--- config.mk ---
export PLATFORM = sky130hd
export DESIGN_NAME = ctrl_top
export DESIGN_NICKNAME = d
export VERILOG_FILES = /design/src/ctrl_pkg.sv /design/src/ctrl_fsm.sv /design/src/ctrl_top.sv /design/src/instr_buffer.sv /design/src/issue_stage.sv
export SDC_FILE = /design/constraint.sdc
export NUM_CORES = 1
export LEC_CHECK = 0
export ABC_CLOCK_PERIOD_IN_PS = 2950
export BUFFER_PORTS_ARGS = -buffer_cell sky130_fd_sc_hd__buf_2
export CORE_UTILIZATION = 52
export DETAILED_ROUTE_END_ITERATION = 8
export PLACE_DENSITY = 0.86
export SYNTH_ARGS = -nofsm -noshare
export SYNTH_HDL_FRONTEND = slang
export SYNTH_SLANG_ARGS = --single-unit
--- constraint.sdc ---
create_clock -name clk -period 2.95 [get_ports clk]
set_input_delay 0.295 -clock clk [delete_from_list [all_inputs] [get_ports clk]]
set_output_delay 0.295 -clock clk [all_outputs]
set_load 0.005 [all_outputs]
--- src/ctrl_pkg.sv ---
/*
  Shared definitions of the retire controller.
  Holds the opcode and state encodings and the default widths. Every block
  refers to these by scoped names.
*/

`default_nettype none

package ctrl_pkg;

  //////////////////////////////
  // Instruction encoding
  //////////////////////////////

  // Opcodes carried from the input port down to the writeback port
  typedef enum logic [2:0] {
    OP_NOP    = 3'd0,
    OP_ADD    = 3'd1,
    OP_BRANCH = 3'd2,
    OP_FENCE  = 3'd3
  } op_e;

  //////////////////////////////
  // Retire controller states
  //////////////////////////////

  // Normal retirement, waiting for the flush acknowledge, retiring the fence
  typedef enum logic [1:0] {
    ST_RUN        = 2'd0,
    ST_FLUSH_REQ  = 2'd1,
    ST_FLUSH_DONE = 2'd2
  } state_e;

  // Width of the immediate and of the accumulator
  localparam int unsigned DATA_W_DEFAULT = 16;

  // Number of buffer entries, a power of two
  localparam int unsigned BUF_DEPTH_DEFAULT = 2;

endpackage

`default_nettype wire

--- src/ctrl_fsm.sv ---
/*
  Retire state machine of the controller.
  Pops the buffer head, updates the accumulator and reports each retirement
  on the writeback port. Taken branches redirect and kill, fences run the
  flush request and acknowledge handshake before they retire.
*/

`default_nettype none

module ctrl_fsm #(
  parameter int unsigned DATA_W = 16
) (
  input  wire logic              clk,
  input  wire logic              rst_n_i,
  input  wire logic              head_valid_i,
  input  wire ctrl_pkg::op_e     head_op_i,
  input  wire logic [DATA_W-1:0] head_imm_i,
  input  wire logic              head_taken_i,
  output logic                   pop_o,
  output logic                   kill_o,
  output logic                   flush_req_o,
  input  wire logic              flush_ack_i,
  output logic                   wb_valid_o,
  output ctrl_pkg::op_e          wb_op_o,
  output logic [DATA_W-1:0]      wb_result_o,
  output logic                   redirect_o
);

  ctrl_pkg::state_e  state_q;
  ctrl_pkg::state_e  state_d;
  logic [DATA_W-1:0] acc_q;
  logic              flush_req_q;
  logic              wb_valid_q;
  logic              redirect_q;
  logic              redirect_d;
  ctrl_pkg::op_e     wb_op_q;

  //////////////////////////////
  // Next state and pop
  //////////////////////////////

  always_comb begin
    state_d = state_q;
    pop_o   = 1'b0;
    case (state_q)
      ctrl_pkg::ST_RUN: begin
        if (head_valid_i) begin
          // A fence stays at the head until the flush has been acknowledged
          if (head_op_i == ctrl_pkg::OP_FENCE) begin
            state_d = ctrl_pkg::ST_FLUSH_REQ;
          end else begin
            pop_o = 1'b1;
          end
        end
      end
      ctrl_pkg::ST_FLUSH_REQ: begin
        if (flush_req_q && flush_ack_i) begin
          state_d = ctrl_pkg::ST_FLUSH_DONE;
        end
      end
      ctrl_pkg::ST_FLUSH_DONE: begin
        // The fence leaves the buffer here
        pop_o   = 1'b1;
        state_d = ctrl_pkg::ST_RUN;
      end
      default: begin
        state_d = ctrl_pkg::ST_RUN;
      end
    endcase
  end

  // Only a branch resolved as taken at issue redirects
  assign redirect_d = pop_o && (state_q == ctrl_pkg::ST_RUN) && head_taken_i;

  // Kill covers the pop cycle and the redirect cycle after it
  // In the second cycle the input stays closed, so no younger instruction
  // gets in before the redirect is visible outside
  assign kill_o = redirect_d || redirect_q;

  //////////////////////////////
  // Control registers
  //////////////////////////////

  always_ff @(posedge clk) begin
    if (!rst_n_i) begin
      state_q     <= ctrl_pkg::ST_RUN;
      flush_req_q <= 1'b0;
      wb_valid_q  <= 1'b0;
      redirect_q  <= 1'b0;
      acc_q       <= '0;
    end else begin
      state_q    <= state_d;
      wb_valid_q <= pop_o;
      redirect_q <= redirect_d;
      // Request rises on entry to ST_FLUSH_REQ and falls after the ack
      if ((state_q == ctrl_pkg::ST_RUN) && (state_d == ctrl_pkg::ST_FLUSH_REQ)) begin
        flush_req_q <= 1'b1;
      end else if (flush_req_q && flush_ack_i) begin
        flush_req_q <= 1'b0;
      end
      // Wraps at DATA_W bits, other opcodes leave it alone
      if (pop_o && (head_op_i == ctrl_pkg::OP_ADD)) begin
        acc_q <= acc_q + head_imm_i;
      end
    end
  end

  // Opcode of the retiring instruction, only meaningful with wb_valid_o
  always_ff @(posedge clk) begin
    if (pop_o) begin
      wb_op_q <= head_op_i;
    end
  end

  assign flush_req_o = flush_req_q;
  assign wb_valid_o  = wb_valid_q;
  assign wb_op_o     = wb_op_q;
  // The accumulator already holds the value after the retired instruction
  assign wb_result_o = acc_q;
  assign redirect_o  = redirect_q;

endmodule

`default_nettype wire

--- src/ctrl_top.sv ---
/*
  Top level of the retire controller.
  Chains issue stage, instruction buffer and retire FSM, and hands the width
  and depth parameters down to them.
*/

`default_nettype none

module ctrl_top #(
  parameter int unsigned DATA_W    = ctrl_pkg::DATA_W_DEFAULT,
  parameter int unsigned BUF_DEPTH = ctrl_pkg::BUF_DEPTH_DEFAULT
) (
  input  wire logic              clk,
  input  wire logic              rst_n_i,
  input  wire logic              instr_valid_i,
  input  wire ctrl_pkg::op_e     instr_op_i,
  input  wire logic [DATA_W-1:0] instr_imm_i,
  output logic                   instr_ready_o,
  output logic                   flush_req_o,
  input  wire logic              flush_ack_i,
  output logic                   wb_valid_o,
  output ctrl_pkg::op_e          wb_op_o,
  output logic [DATA_W-1:0]      wb_result_o,
  output logic                   redirect_o
);

  // Issue to buffer
  logic              iss_valid;
  logic              iss_ready;
  ctrl_pkg::op_e     iss_op;
  logic [DATA_W-1:0] iss_imm;
  logic              iss_taken;

  // Buffer head to the retire FSM
  logic              buf_valid;
  logic              buf_pop;
  ctrl_pkg::op_e     buf_op;
  logic [DATA_W-1:0] buf_imm;
  logic              buf_taken;
  logic              kill;

  issue_stage #(.DATA_W(DATA_W)) u_issue (
    .clk(clk), .rst_n_i(rst_n_i),
    .instr_valid_i(instr_valid_i), .instr_op_i(instr_op_i),
    .instr_imm_i(instr_imm_i), .instr_ready_o(instr_ready_o), .kill_i(kill),
    .iss_valid_o(iss_valid), .iss_op_o(iss_op), .iss_imm_o(iss_imm),
    .iss_taken_o(iss_taken), .iss_ready_i(iss_ready)
  );

  instr_buffer #(.DATA_W(DATA_W), .BUF_DEPTH(BUF_DEPTH)) u_buf (
    .clk(clk), .rst_n_i(rst_n_i), .kill_i(kill),
    .in_valid_i(iss_valid), .in_op_i(iss_op), .in_imm_i(iss_imm),
    .in_taken_i(iss_taken), .in_ready_o(iss_ready),
    .out_valid_o(buf_valid), .out_op_o(buf_op), .out_imm_o(buf_imm),
    .out_taken_o(buf_taken), .pop_i(buf_pop)
  );

  ctrl_fsm #(.DATA_W(DATA_W)) u_fsm (
    .clk(clk), .rst_n_i(rst_n_i),
    .head_valid_i(buf_valid), .head_op_i(buf_op), .head_imm_i(buf_imm),
    .head_taken_i(buf_taken), .pop_o(buf_pop), .kill_o(kill),
    .flush_req_o(flush_req_o), .flush_ack_i(flush_ack_i),
    .wb_valid_o(wb_valid_o), .wb_op_o(wb_op_o), .wb_result_o(wb_result_o),
    .redirect_o(redirect_o)
  );

endmodule

`default_nettype wire

--- src/instr_buffer.sv ---
/*
  Instruction buffer between issue and retire.
  A circular FIFO of BUF_DEPTH entries with push and pop in the same cycle.
  A kill empties it at once by resetting the pointers.
*/

`default_nettype none

module instr_buffer #(
  parameter int unsigned DATA_W    = 16,
  parameter int unsigned BUF_DEPTH = 2
) (
  input  wire logic              clk,
  input  wire logic              rst_n_i,
  input  wire logic              kill_i,
  input  wire logic              in_valid_i,
  input  wire ctrl_pkg::op_e     in_op_i,
  input  wire logic [DATA_W-1:0] in_imm_i,
  input  wire logic              in_taken_i,
  output logic                   in_ready_o,
  output logic                   out_valid_o,
  output ctrl_pkg::op_e          out_op_o,
  output logic [DATA_W-1:0]      out_imm_o,
  output logic                   out_taken_o,
  input  wire logic              pop_i
);

  localparam int unsigned PTR_W = $clog2(BUF_DEPTH);
  localparam int unsigned CNT_W = PTR_W + 1;
  localparam logic [CNT_W-1:0] FULL_CNT = CNT_W'(BUF_DEPTH);

  ctrl_pkg::op_e     op_mem    [BUF_DEPTH];
  logic [DATA_W-1:0] imm_mem   [BUF_DEPTH];
  logic              taken_mem [BUF_DEPTH];

  logic [PTR_W-1:0] wr_ptr_q;
  logic [PTR_W-1:0] rd_ptr_q;
  logic [CNT_W-1:0] count_q;
  logic             push;
  logic             pop;

  assign in_ready_o  = (count_q != FULL_CNT);
  assign out_valid_o = (count_q != '0);
  assign push        = in_valid_i && in_ready_o;
  assign pop         = pop_i && out_valid_o;

  // Pointers wrap on their own since the depth is a power of two
  always_ff @(posedge clk) begin
    if (!rst_n_i || kill_i) begin
      wr_ptr_q <= '0;
      rd_ptr_q <= '0;
      count_q  <= '0;
    end else begin
      if (push) wr_ptr_q <= wr_ptr_q + 1'b1;
      if (pop) rd_ptr_q <= rd_ptr_q + 1'b1;
      count_q <= count_q + CNT_W'(push) - CNT_W'(pop);
    end
  end

  // Storage is written on every push, a killed entry is simply never read
  always_ff @(posedge clk) begin
    if (push) begin
      op_mem[wr_ptr_q]    <= in_op_i;
      imm_mem[wr_ptr_q]   <= in_imm_i;
      taken_mem[wr_ptr_q] <= in_taken_i;
    end
  end

  assign out_op_o    = op_mem[rd_ptr_q];
  assign out_imm_o   = imm_mem[rd_ptr_q];
  assign out_taken_o = taken_mem[rd_ptr_q];

endmodule

`default_nettype wire

--- src/issue_stage.sv ---
/*
  Issue stage of the retire controller.
  Takes instructions from the valid/ready input port into one register and
  offers them to the instruction buffer. The branch decision is made here.
*/

`default_nettype none

module issue_stage #(
  parameter int unsigned DATA_W = 16
) (
  input  wire logic              clk,
  input  wire logic              rst_n_i,
  input  wire logic              instr_valid_i,
  input  wire ctrl_pkg::op_e     instr_op_i,
  input  wire logic [DATA_W-1:0] instr_imm_i,
  output logic                   instr_ready_o,
  input  wire logic              kill_i,
  output logic                   iss_valid_o,
  output ctrl_pkg::op_e          iss_op_o,
  output logic [DATA_W-1:0]      iss_imm_o,
  output logic                   iss_taken_o,
  input  wire logic              iss_ready_i
);

  // Goes high one cycle after reset and stays there
  logic alive_q;
  logic valid_q;
  logic accept;

  // The register may refill in the same cycle in which the buffer takes it
  // A kill blocks acceptance so nothing younger than the branch slips in
  assign instr_ready_o = alive_q && !kill_i && (!valid_q || iss_ready_i);
  assign accept        = instr_valid_i && instr_ready_o;

  always_ff @(posedge clk) begin
    if (!rst_n_i) begin
      alive_q <= 1'b0;
      valid_q <= 1'b0;
    end else begin
      alive_q <= 1'b1;
      if (kill_i) begin
        valid_q <= 1'b0;
      end else if (accept) begin
        valid_q <= 1'b1;
      end else if (iss_ready_i) begin
        // Drained into the buffer with nothing new behind it
        valid_q <= 1'b0;
      end
    end
  end

  // Payload follows the valid bit and needs no clearing
  // Bit 0 of a branch immediate decides whether it is taken
  always_ff @(posedge clk) begin
    if (accept) begin
      iss_op_o    <= instr_op_i;
      iss_imm_o   <= instr_imm_i;
      iss_taken_o <= (instr_op_i == ctrl_pkg::OP_BRANCH) && instr_imm_i[0];
    end
  end

  assign iss_valid_o = valid_q;

endmodule

`default_nettype wire

### Word-level counts from Yosys, hierarchy flattened

Memory sizes are Yosys's and may differ from the RTL's. A register that Yosys moved wholly into a read port is not among the register bits.
Index checks and enable logic that the tools add are counted.
Widths: inputs -> output; s select.

* bits in writable memories: 40
* output and inout port bits: 23
* logic and storage cells: 72
* memories kept: 3
* flip-flop bits (word level): 50

Memories
* u_buf.imm_mem: depth 2, bits a word 16, rd ports 1, clocked after memory_dff 1, write ports 1, line instr_buffer.sv:33 `logic [DATA_W-1:0] imm_mem [BUF_DEPTH];`
* u_buf.op_mem: depth 2, bits a word 3, rd ports 1, clocked after memory_dff 1, write ports 1, line instr_buffer.sv:32 `ctrl_pkg::op_e op_mem [BUF_DEPTH];`
* u_buf.taken_mem: depth 2, bits a word 1, rd ports 1, clocked after memory_dff 1, write ports 1, line instr_buffer.sv:34 `logic taken_mem [BUF_DEPTH];`

* mux-type cells: 20
* reduce and logical (&&, ||, !) cells: 22
* bitwise gates (word level): 1
* equal/unequal tests: 7
* $add $sub $neg: 5

Operators by type and width (number)
* $add 16x16->16: 1
* $mux 1: 15
* $logic_and 1x1->1: 11
* $eq 3x2->1 const B: 2
* $mux 2: 3
* $reduce_bool 2->1: 3
* $eq 2x1->1 const B: 2
* $pmux 2 s2: 1
* $eq 3x1->1 const B: 1
* $logic_not 1->1: 3
* $logic_or 1x1->1: 3
* $add 1x1->1 const B: 2
* $add 2x1->2: 1
* $eq 2x2->1 const B: 1
* $logic_not 2->1: 1
* $ne 2x2->1 const B: 1
* $pmux 1 s2: 1
* $reduce_or 2->1: 1
* $sub 2x1->2: 1
* $not 1->1: 1

### Depth between registers and ports, before layout

Gate-level depths: netlist of run 1.

* word-level depth: 12
* depth in mapped cells: 11
* depth with buffers taken out: 10

### Modules after synthesis

A second synthesis of run 1 with hierarchy kept.

* cell total of the unflattened synthesis: 321
* area total of the unflattened synthesis: 4108.9 um2

By module, submodules not included
* instr_buffer: cells each 93, instances 1, area each 1711.6 um2
* ctrl_fsm: cells each 199, instances 1, area each 1689.1 um2
* issue_stage: cells each 29, instances 1, area each 708.2 um2

### Worst setup path after synthesis of run 1

OpenSTA, ideal clock, no wires.

* kind: register to register
* start: register with a tool-made name
* end: register u_fsm.acc_q[14], in the netlist u_fsm.wb_result_o[14]
* clock period less this slack: 2.939 ns
* stages on the path, launching flop included: 11
* slack: 0.011 ns
* buffers on the path: 2
* arrival time: 2.877 ns
* library setup time: 0.062 ns
* required time: 2.888 ns
* cell sequence: dfxtp_1 buf_4 buf_1 mux2_2 ha_1 nor2b_4 o31a_1 o221a_4 o21a_1 or4_1 nand3_1

RTL lines
* to (signal assigned): line ctrl_fsm.sv:103 `acc_q <= acc_q + head_imm_i;`
* to (decl): line ctrl_fsm.sv:31 `logic [DATA_W-1:0] acc_q;`

==> impl_metrics.py, run 1 <==
metrics = {
    "synthesis": {
        "synthMuxAreaShare_pct": 5.309,
        "synth_adder_area_share_pct": 5.844,
        "yosysSeqAreaShare_pct": 61.58,
        "ys_async_sr_fraction_pct": 0,
        "synth.area.top_cells": "edfxtp_1 (48%), dfxtp_1 (14%), ha_1 (5.3%)",
        "synth_top_area_share_pct": 47.50,
        "yosysTopAreaCell": "edfxtp_1",
        "synth-seq-cells": 91,
        "synthesis.nets": 351,
        "synthXorXnorAreaFrac_pct": 1.539,
        "synthCells": 310,
        "yosysUniqueCellTypes": 55,
        "synthSimpleGateAreaFrac_pct": 10.27,
        "avgSynthCellArea_sq_um": 12.85,
        "yosys_warnings": 0,
        "synth-compound-area-share_pct": 13.20,
        "synth_ff_type": "edfxtp_1",
        "netlist_area_sq_um": 3983,
        "synth_edf_count": 63,
        "synth_top_family_by_area": "compound AO/OA/AOI/OAI gates",
    },
    "finish": {
        "final_util_pct": 62.47,
        "fin_nets": 410,
        "drive_above_1_share_pct": 24.60,
        "layout_commonest_cell": "edfxtp_1",
        "register_area_sq_um": 2452,
        "diodes": 0,
        "area_growth_pct": 14.99,
        "mostFrequentLayoutCells": "edfxtp_1 (63), buf_2 (45), dfxtp_1 (28)",
        "fillers": 545,
        "multi_input_area_sq_um": 1446,
    },
    "timing": {
        "fmax_mhz": 355.6,
        "tns_ns": 0,
        "finalHoldViolCount": 0,
        "slew_headroom_pct": 41.45,
        "slew_violations": 0,
        "grt_setup_unrepaired": "no",
        "fin_crit_ns": 2.812,
        "worst_slew_pin_slew_ns": 0.8783,
        "period_share_pct": 95.33,
        "skew_ns": 0.01374,
        "finalSetupViolations": 0,
    },
    "critical_path": {
        "startpoint_type": "flop",
        "endpoint_kind": "flop",
        "worst_ep_required_time_ns": 3.22,
        "cp_slowest_stage_delay_ns": 0.42,
        "arrival_ns": 3.08,
        "cp_max_fo": 9,
        "path_class": "flop to flop",
        "crit_slowest_cell": "dfxtp_1",
        "cp_cell_sequence": "buf_12 > mux2_2 > ha_1 > a2111oi_1 > o21ai_1 > a31oi_2 > nor2_1 > o311a_1 > a32o_1",
    },
    "die": {
        "num_io_pins": 46,
        "row_count": 31,
        "fp.dieArea_sq_um": 8013,
        "chipWidth_um": 89.52,
        "start_util_pct": 54.33,
        "core_sq_um": 7331,
        "die_y_um": 89.52,
    },
    "worst_hold_path": {
        "hold_path_class": "input port to flop",
    },
    "outcome": {
        "status": "finished clean",
    },
    "clock_network": {
        "clkTransAtPathRegs_ns": 0.09,
        "hold_buffers": 0,
        "root_buffer": "clkbuf_8",
        "cts_made_buffers": 9,
        "h-tree-depth": 3,
        "ctsLongestPathBuffers": 2,
        "worstSkewPairLatency_ns": 0.37,
        "cts_tree": "done",
        "clock-sinks": 91,
    },
    "power": {
        "total_power_uw": 2445,
        "pwr_density_cell_nw_per_um2": 533.9,
        "vdd_drop_max_v": 0.0003968,
        "p_leak_uw": 0.001801,
    },
    "detailed_routing": {
        "num_vias": 2652,
        "drt_first_pass_iters": 5,
        "drt-wirelength-per-cell_um": 15.51,
        "drc": 0,
        "drt-total-wl_mm": 7.338,
        "ant_nets": 0,
        "vias_per_cell": 5.607,
        "drt_iter0_markers": 151,
    },
    "placement": {
        "io_buffer_count": 45,
        "gp_congestion": 0.8720,
        "hpwl_mm": 5.149,
    },
    "grt": {
        "antenna_found_initial": 0,
        "first_global_vias": 2511,
        "grt_pass1_wl_mm": 11.74,
        "track_usage_pct": 20.25,
        "grt_overflow": 0,
        "grt_max_degree": 21,
    },
    "job": {
        "cap_violations": 0,
    },
}
-- power breakdown --
part / total, uW / switching (uW) / internal (uW)
sequential: 1440 / 22.2 / 1420
combinational: 207 / 119 / 87.9
clock: 797 / 475 / 322
-- cell usage after synthesis (7+ instances only) --
cell and count:
a21oi_1 19, inv_1 14, mux2_2 17, nor2_1 22, and3_1 7, edfxtp_1 63, nand3_1 7, dfxtp_1 28
a211oi_1 7, nand2_1 20, ha_1 17
-- what timing repair did --
item | CTS | global route
endpoints found under the hold margin | 0 | 0
setup buffers | 0 | 1
gates resized for setup | 0 | 3
setup endpoints to repair | 0 | 2
-- path summary, 6_finish.rpt --
kind	depth (start not counted)	startpoint	slack, ns	endpoint
max	9	flop	0.14	u_fsm.wb_result_o[13]
min	1	instr_imm_i[3]	0.09	u_issue.iss_imm_o[3]
max reg2reg	9	flop	0.14	u_fsm.wb_result_o[13]
min reg2reg	0	u_issue.iss_imm_o[15]	0.45	u_buf.imm_mem[1][15]
-- metal layers --
metal / GRT usage, % / wire length (um)
met5: 0 / 0
met4: 10.25 / 178
met1: 28.62 / 3344
met2: 29.29 / 3371
met3: 4.801 / 444
-- final cells by class --
| class | instances | area share [%] |
|---|---|---|
| flip-flops and latches | 91 | 53.55 |
| multi-input cells | 197 | 31.58 |
| repair buffers | 55 | 6.913 |
| clock buffers | 9 | 2.705 |
| well taps | 99 | 2.705 |
| clock inverters | 7 | 1.311 |
| inverters | 15 | 1.230 |
-- sequential cells by signal, indices dropped and copies added (netlist names), 2 cells and up, named ones only --
name / count
u_issue.iss_imm_o: 16
u_buf.imm_mem: 32
u_fsm.state_q: 2
u_buf.count_q: 2
u_issue.iss_op_o: 3
u_fsm.wb_result_o: 16
u_fsm.wb_op_o: 3
u_buf.op_mem: 6
u_buf.taken_mem: 2
-- per-stage QoR --
stage          worst slack [ns]  hold slack (ns)  instance area [sq um]  instances
6_report                 0.1378          0.09102                   4579        473
5_1_grt                0.008664          0.07219                   4579        473
4_1_cts                 0.09290          0.08045                   4562        472
3_5_place_dp            0.09951           0.4337                   4378        456
3_3_place_gp             0.2494           0.4246                   4378        456
2_1_floorplan           0.01064           0.3227                   3983        310
-- critical path, delay by kind of cell (launching register included) --
kind,cells,cell delay (ns)
fa+ha+maj,1,0.35
flops,1,0.42
mux,1,0.36
buf+inv,1,0.15
compound gates,5,1.34
simple gates,1,0.09
-- cells by family after synthesis --
family | Yosys count
mux | 19
buf+inv | 22
simple gates | 81
xor+xnor | 7
fa+ha+maj | 18
compound gates | 72
flops | 91
Power figures use the tool's default switching activity.
==> run 2, diff against run 1 <==
--- a/config.mk
+++ b/config.mk
@@ -9,7 +9,9 @@
 export BUFFER_PORTS_ARGS = -buffer_cell sky130_fd_sc_hd__buf_2
 export CORE_UTILIZATION = 52
 export DETAILED_ROUTE_END_ITERATION = 8
+export GPL_ROUTABILITY_DRIVEN = 0
 export PLACE_DENSITY = 0.86
 export SYNTH_ARGS = -nofsm -noshare
 export SYNTH_HDL_FRONTEND = slang
+export SYNTH_HIERARCHICAL = 1
 export SYNTH_SLANG_ARGS = --single-unit
==> impl_metrics.py, run 2 <==
metrics = {
    "outcome": {
        "status": "finished clean",
    },
    "power": {
        "p_clk_share_pct": 33.8,
        "total_power_uw": 2255,
        "p_leak_uw": 0.001715,
        "pwr-share-seq_pct": 62.2,
        "pwr_density_cell_nw_per_um2": 490.3,
        "switching_power_uw": 509.2,
        "swShare_pct": 22.58,
        "intPower_uw": 1746,
        "p_comb_share_pct": 4.0,
        "vdd_drop_max_v": 0.0004727,
    },
    "critical_path": {
        "r2r_end": "u_fsm/wb_result_o[13]",
        "ff2ff_path_depth": 9,
        "cp_max_fo": 18,
        "cp_cell_sequence": "buf_4 > mux2_2 > ha_1 > o211ai_2 > o21ai_2 > o2111ai_2 > a21oi_1 > o21ai_0 > o2bb2ai_1",
        "crit_slowest_cell": "ha_1",
        "path_class": "flop to flop",
        "arrival_ns": 2.93,
        "endpoint_kind": "flop",
        "worst_ep_required_time_ns": 3.19,
        "cp-endpoint": "u_fsm/wb_result_o[13]",
        "r2r_slack_ns": 0.26,
        "cp_slowest_stage_delay_ns": 0.42,
        "startpoint_type": "flop",
    },
    "clock_network": {
        "cts_tree": "done",
        "cts_resized": 0,
        "root_buffer": "clkbuf_8",
        "ctsLongestPathBuffers": 2,
        "clkTransAtPathRegs_ns": 0.09,
        "h-tree-depth": 3,
        "cts_made_buffers": 9,
        "cts_setup_buffers": 0,
        "hold_buffers": 0,
        "worstSkewPairLatency_ns": 0.36,
        "clock-sinks": 91,
    },
    "detailed_routing": {
        "drc": 0,
        "vias_per_cell": 5.601,
        "num_vias": 2655,
        "drt_iter0_markers": 185,
        "drt-total-wl_mm": 7.288,
        "drt-wirelength-per-cell_um": 15.38,
        "drt_first_pass_iters": 5,
        "ant_nets": 0,
    },
    "synthesis": {
        "yosys_warnings": 6,
        "netlist_area_sq_um": 4109,
        "yosysSeqAreaShare_pct": 59.68,
        "synth.area.top_cells": "edfxtp_1 (46%), dfxtp_1 (14%), mux2_2 (5.5%)",
        "synth_ff_type": "edfxtp_1",
        "yosysUniqueCellTypes": 64,
        "yosysTopAreaCell": "edfxtp_1",
        "avgSynthCellArea_sq_um": 12.80,
        "synth-seq-cells": 91,
        "synthesis.nets": 361,
        "synthCells": 321,
        "synth_top_area_share_pct": 46.04,
        "yosys-top-cells-count": "edfxtp_1 (63), dfxtp_1 (28), nand2_1 (22)",
        "yosysMostFrequentCell": "edfxtp_1",
        "ys_async_sr_fraction_pct": 0,
        "synth_edf_count": 63,
    },
    "grt": {
        "first_global_vias": 2548,
        "antenna_found_initial": 0,
        "track_usage_pct": 18.60,
        "grt_overflow": 0,
        "grt_max_degree": 24,
        "grt_pass1_wl_mm": 11.82,
    },
    "die": {
        "die_y_um": 90.89,
        "start_util_pct": 53.45,
        "row_count": 32,
        "num_io_pins": 46,
        "fp.dieArea_sq_um": 8261,
        "core_sq_um": 7687,
        "chipWidth_um": 90.89,
    },
    "timing": {
        "grt_setup_unrepaired": "no",
        "fmax_mhz": 371.8,
        "tns_ns": 0,
        "skew_ns": 0.01195,
        "finalSetupViolations": 0,
        "worst_slew_pin_slew_ns": 0.8840,
        "slew_violations": 0,
        "period_share_pct": 91.18,
        "fin_crit_ns": 2.690,
        "finalHoldViolCount": 0,
        "slew_headroom_pct": 41.07,
    },
    "placement": {
        "io_buffer_count": 45,
        "hpwl_mm": 5.137,
    },
    "finish": {
        "mostFrequentLayoutCells": "edfxtp_1 (63), buf_2 (45), dfxtp_1 (28)",
        "fillers": 627,
        "largest_register_ffs": 32,
        "layout_commonest_cell": "edfxtp_1",
        "drive_above_1_share_pct": 27.42,
        "fin_nets": 407,
        "regMostFlops": "u_buf/imm_mem",
        "area_growth_pct": 11.94,
        "diodes": 0,
    },
    "job": {
        "cap_violations": 0,
    },
    "worst_hold_path": {
        "hold_path_class": "input port to flop",
    },
}
==> run 2: cell count changes after synthesis, moves of 3 or more <==
cell,previous run,this run
inv_1,14,7
a21o_1,6,2
nor2_1,22,17
nand3_1,7,14
mux2_2,17,20
o21ai_0,6,15
and3_1,7,2
o21bai_1,3,0
o21a_1,5,0
nand4_1,0,4
==> run 2: power by group through the flow <==
stage / Sequential, uW / Combinational [uW] / Clock, uW
2_1_floorplan: 1430 / 59.4 / 0
3_3_place_gp: 1430 / 87.2 / 0
3_5_place_dp: 1430 / 90.2 / 0
4_1_cts: 1400 / 90.9 / 781
5_1_grt: 1400 / 101 / 829
6_report: 1400 / 90.7 / 763
==> run 2: kinds of logic after synthesis <==
group,Yosys count,share of synthesized area [%]
compound gates,73,12.73
xor+xnor,6,1.279
fa+ha+maj,17,5.359
buf+inv,19,2.192
flops,91,59.68
mux,22,5.968
simple gates,93,12.79
==> run 2: cell type report <==
type	instances	area (sq um)	share of cell area, %
clock buffer	10	127.6	2.775
clock inverter	6	50.05	1.088
inverter	7	26.28	0.5713
multi-input combinational	211	1575	34.25
sequential	91	2452	53.32
tap	102	127.6	2.775
timing repair buffer	47	240.2	5.223
==> run 2: routing by layer <==
| layer | track usage (%) | part of all wire (%) | vias up |
|---|---|---|---|
| met3 | 4.209 | 5.2 | 7 |
| met5 | 0 | 0 | - |
| li1 | - | - | 1304 |
| met1 | 24.18 | 43 | 1259 |
| met4 | 6.878 | 1.3 | 0 |
| met2 | 30.49 | 50 | 85 |
==> run 2: worst min-delay path by stage <==
stage / startpoint / slack (ns) / cells past startpoint / end
after detailed placement: u_issue/iss_imm_o[6] / 0.43 / 0 / u_buf/imm_mem[1][6]
after global placement: u_issue/iss_imm_o[4] / 0.42 / 0 / u_buf/imm_mem[0][4]
after global routing: instr_imm_i[15] / 0.09 / 1 / u_issue/iss_imm_o[15]
after CTS: instr_imm_i[15] / 0.1 / 1 / u_issue/iss_imm_o[15]
after floorplan: rst_n_i / 0.32 / 0 / u_issue/alive_q
final: instr_imm_i[15] / 0.11 / 1 / u_issue/iss_imm_o[15]
==> run 2: critical path, delay by kind of cell, from the launching register on <==
kind | cells | cell delay [ns]
AO/OA/AOI/OAI | 6 | 1.13
multiplexers | 1 | 0.37
adder cells (fa/ha/maj) | 1 | 0.42
buffers and inverters | 1 | 0.27
flip-flops | 1 | 0.37
==> run 2: stage by stage <==
step / worst slack [ns] / instances / area (sq um) / util, % / hold WS, ns
global route: 0.1066 / 474 / 4599 / 59.83 / 0.09129
CTS: 0.2643 / 474 / 4599 / 59.83 / 0.09633
floorplan: 0.3118 / 321 / 4118 / - / 0.3227
global placement: 0.3774 / 458 / 4422 / 57.52 / 0.4247
detailed placement: 0.3201 / 458 / 4422 / 57.52 / 0.4338
finish: 0.2603 / 474 / 4599 / 59.83 / 0.1073
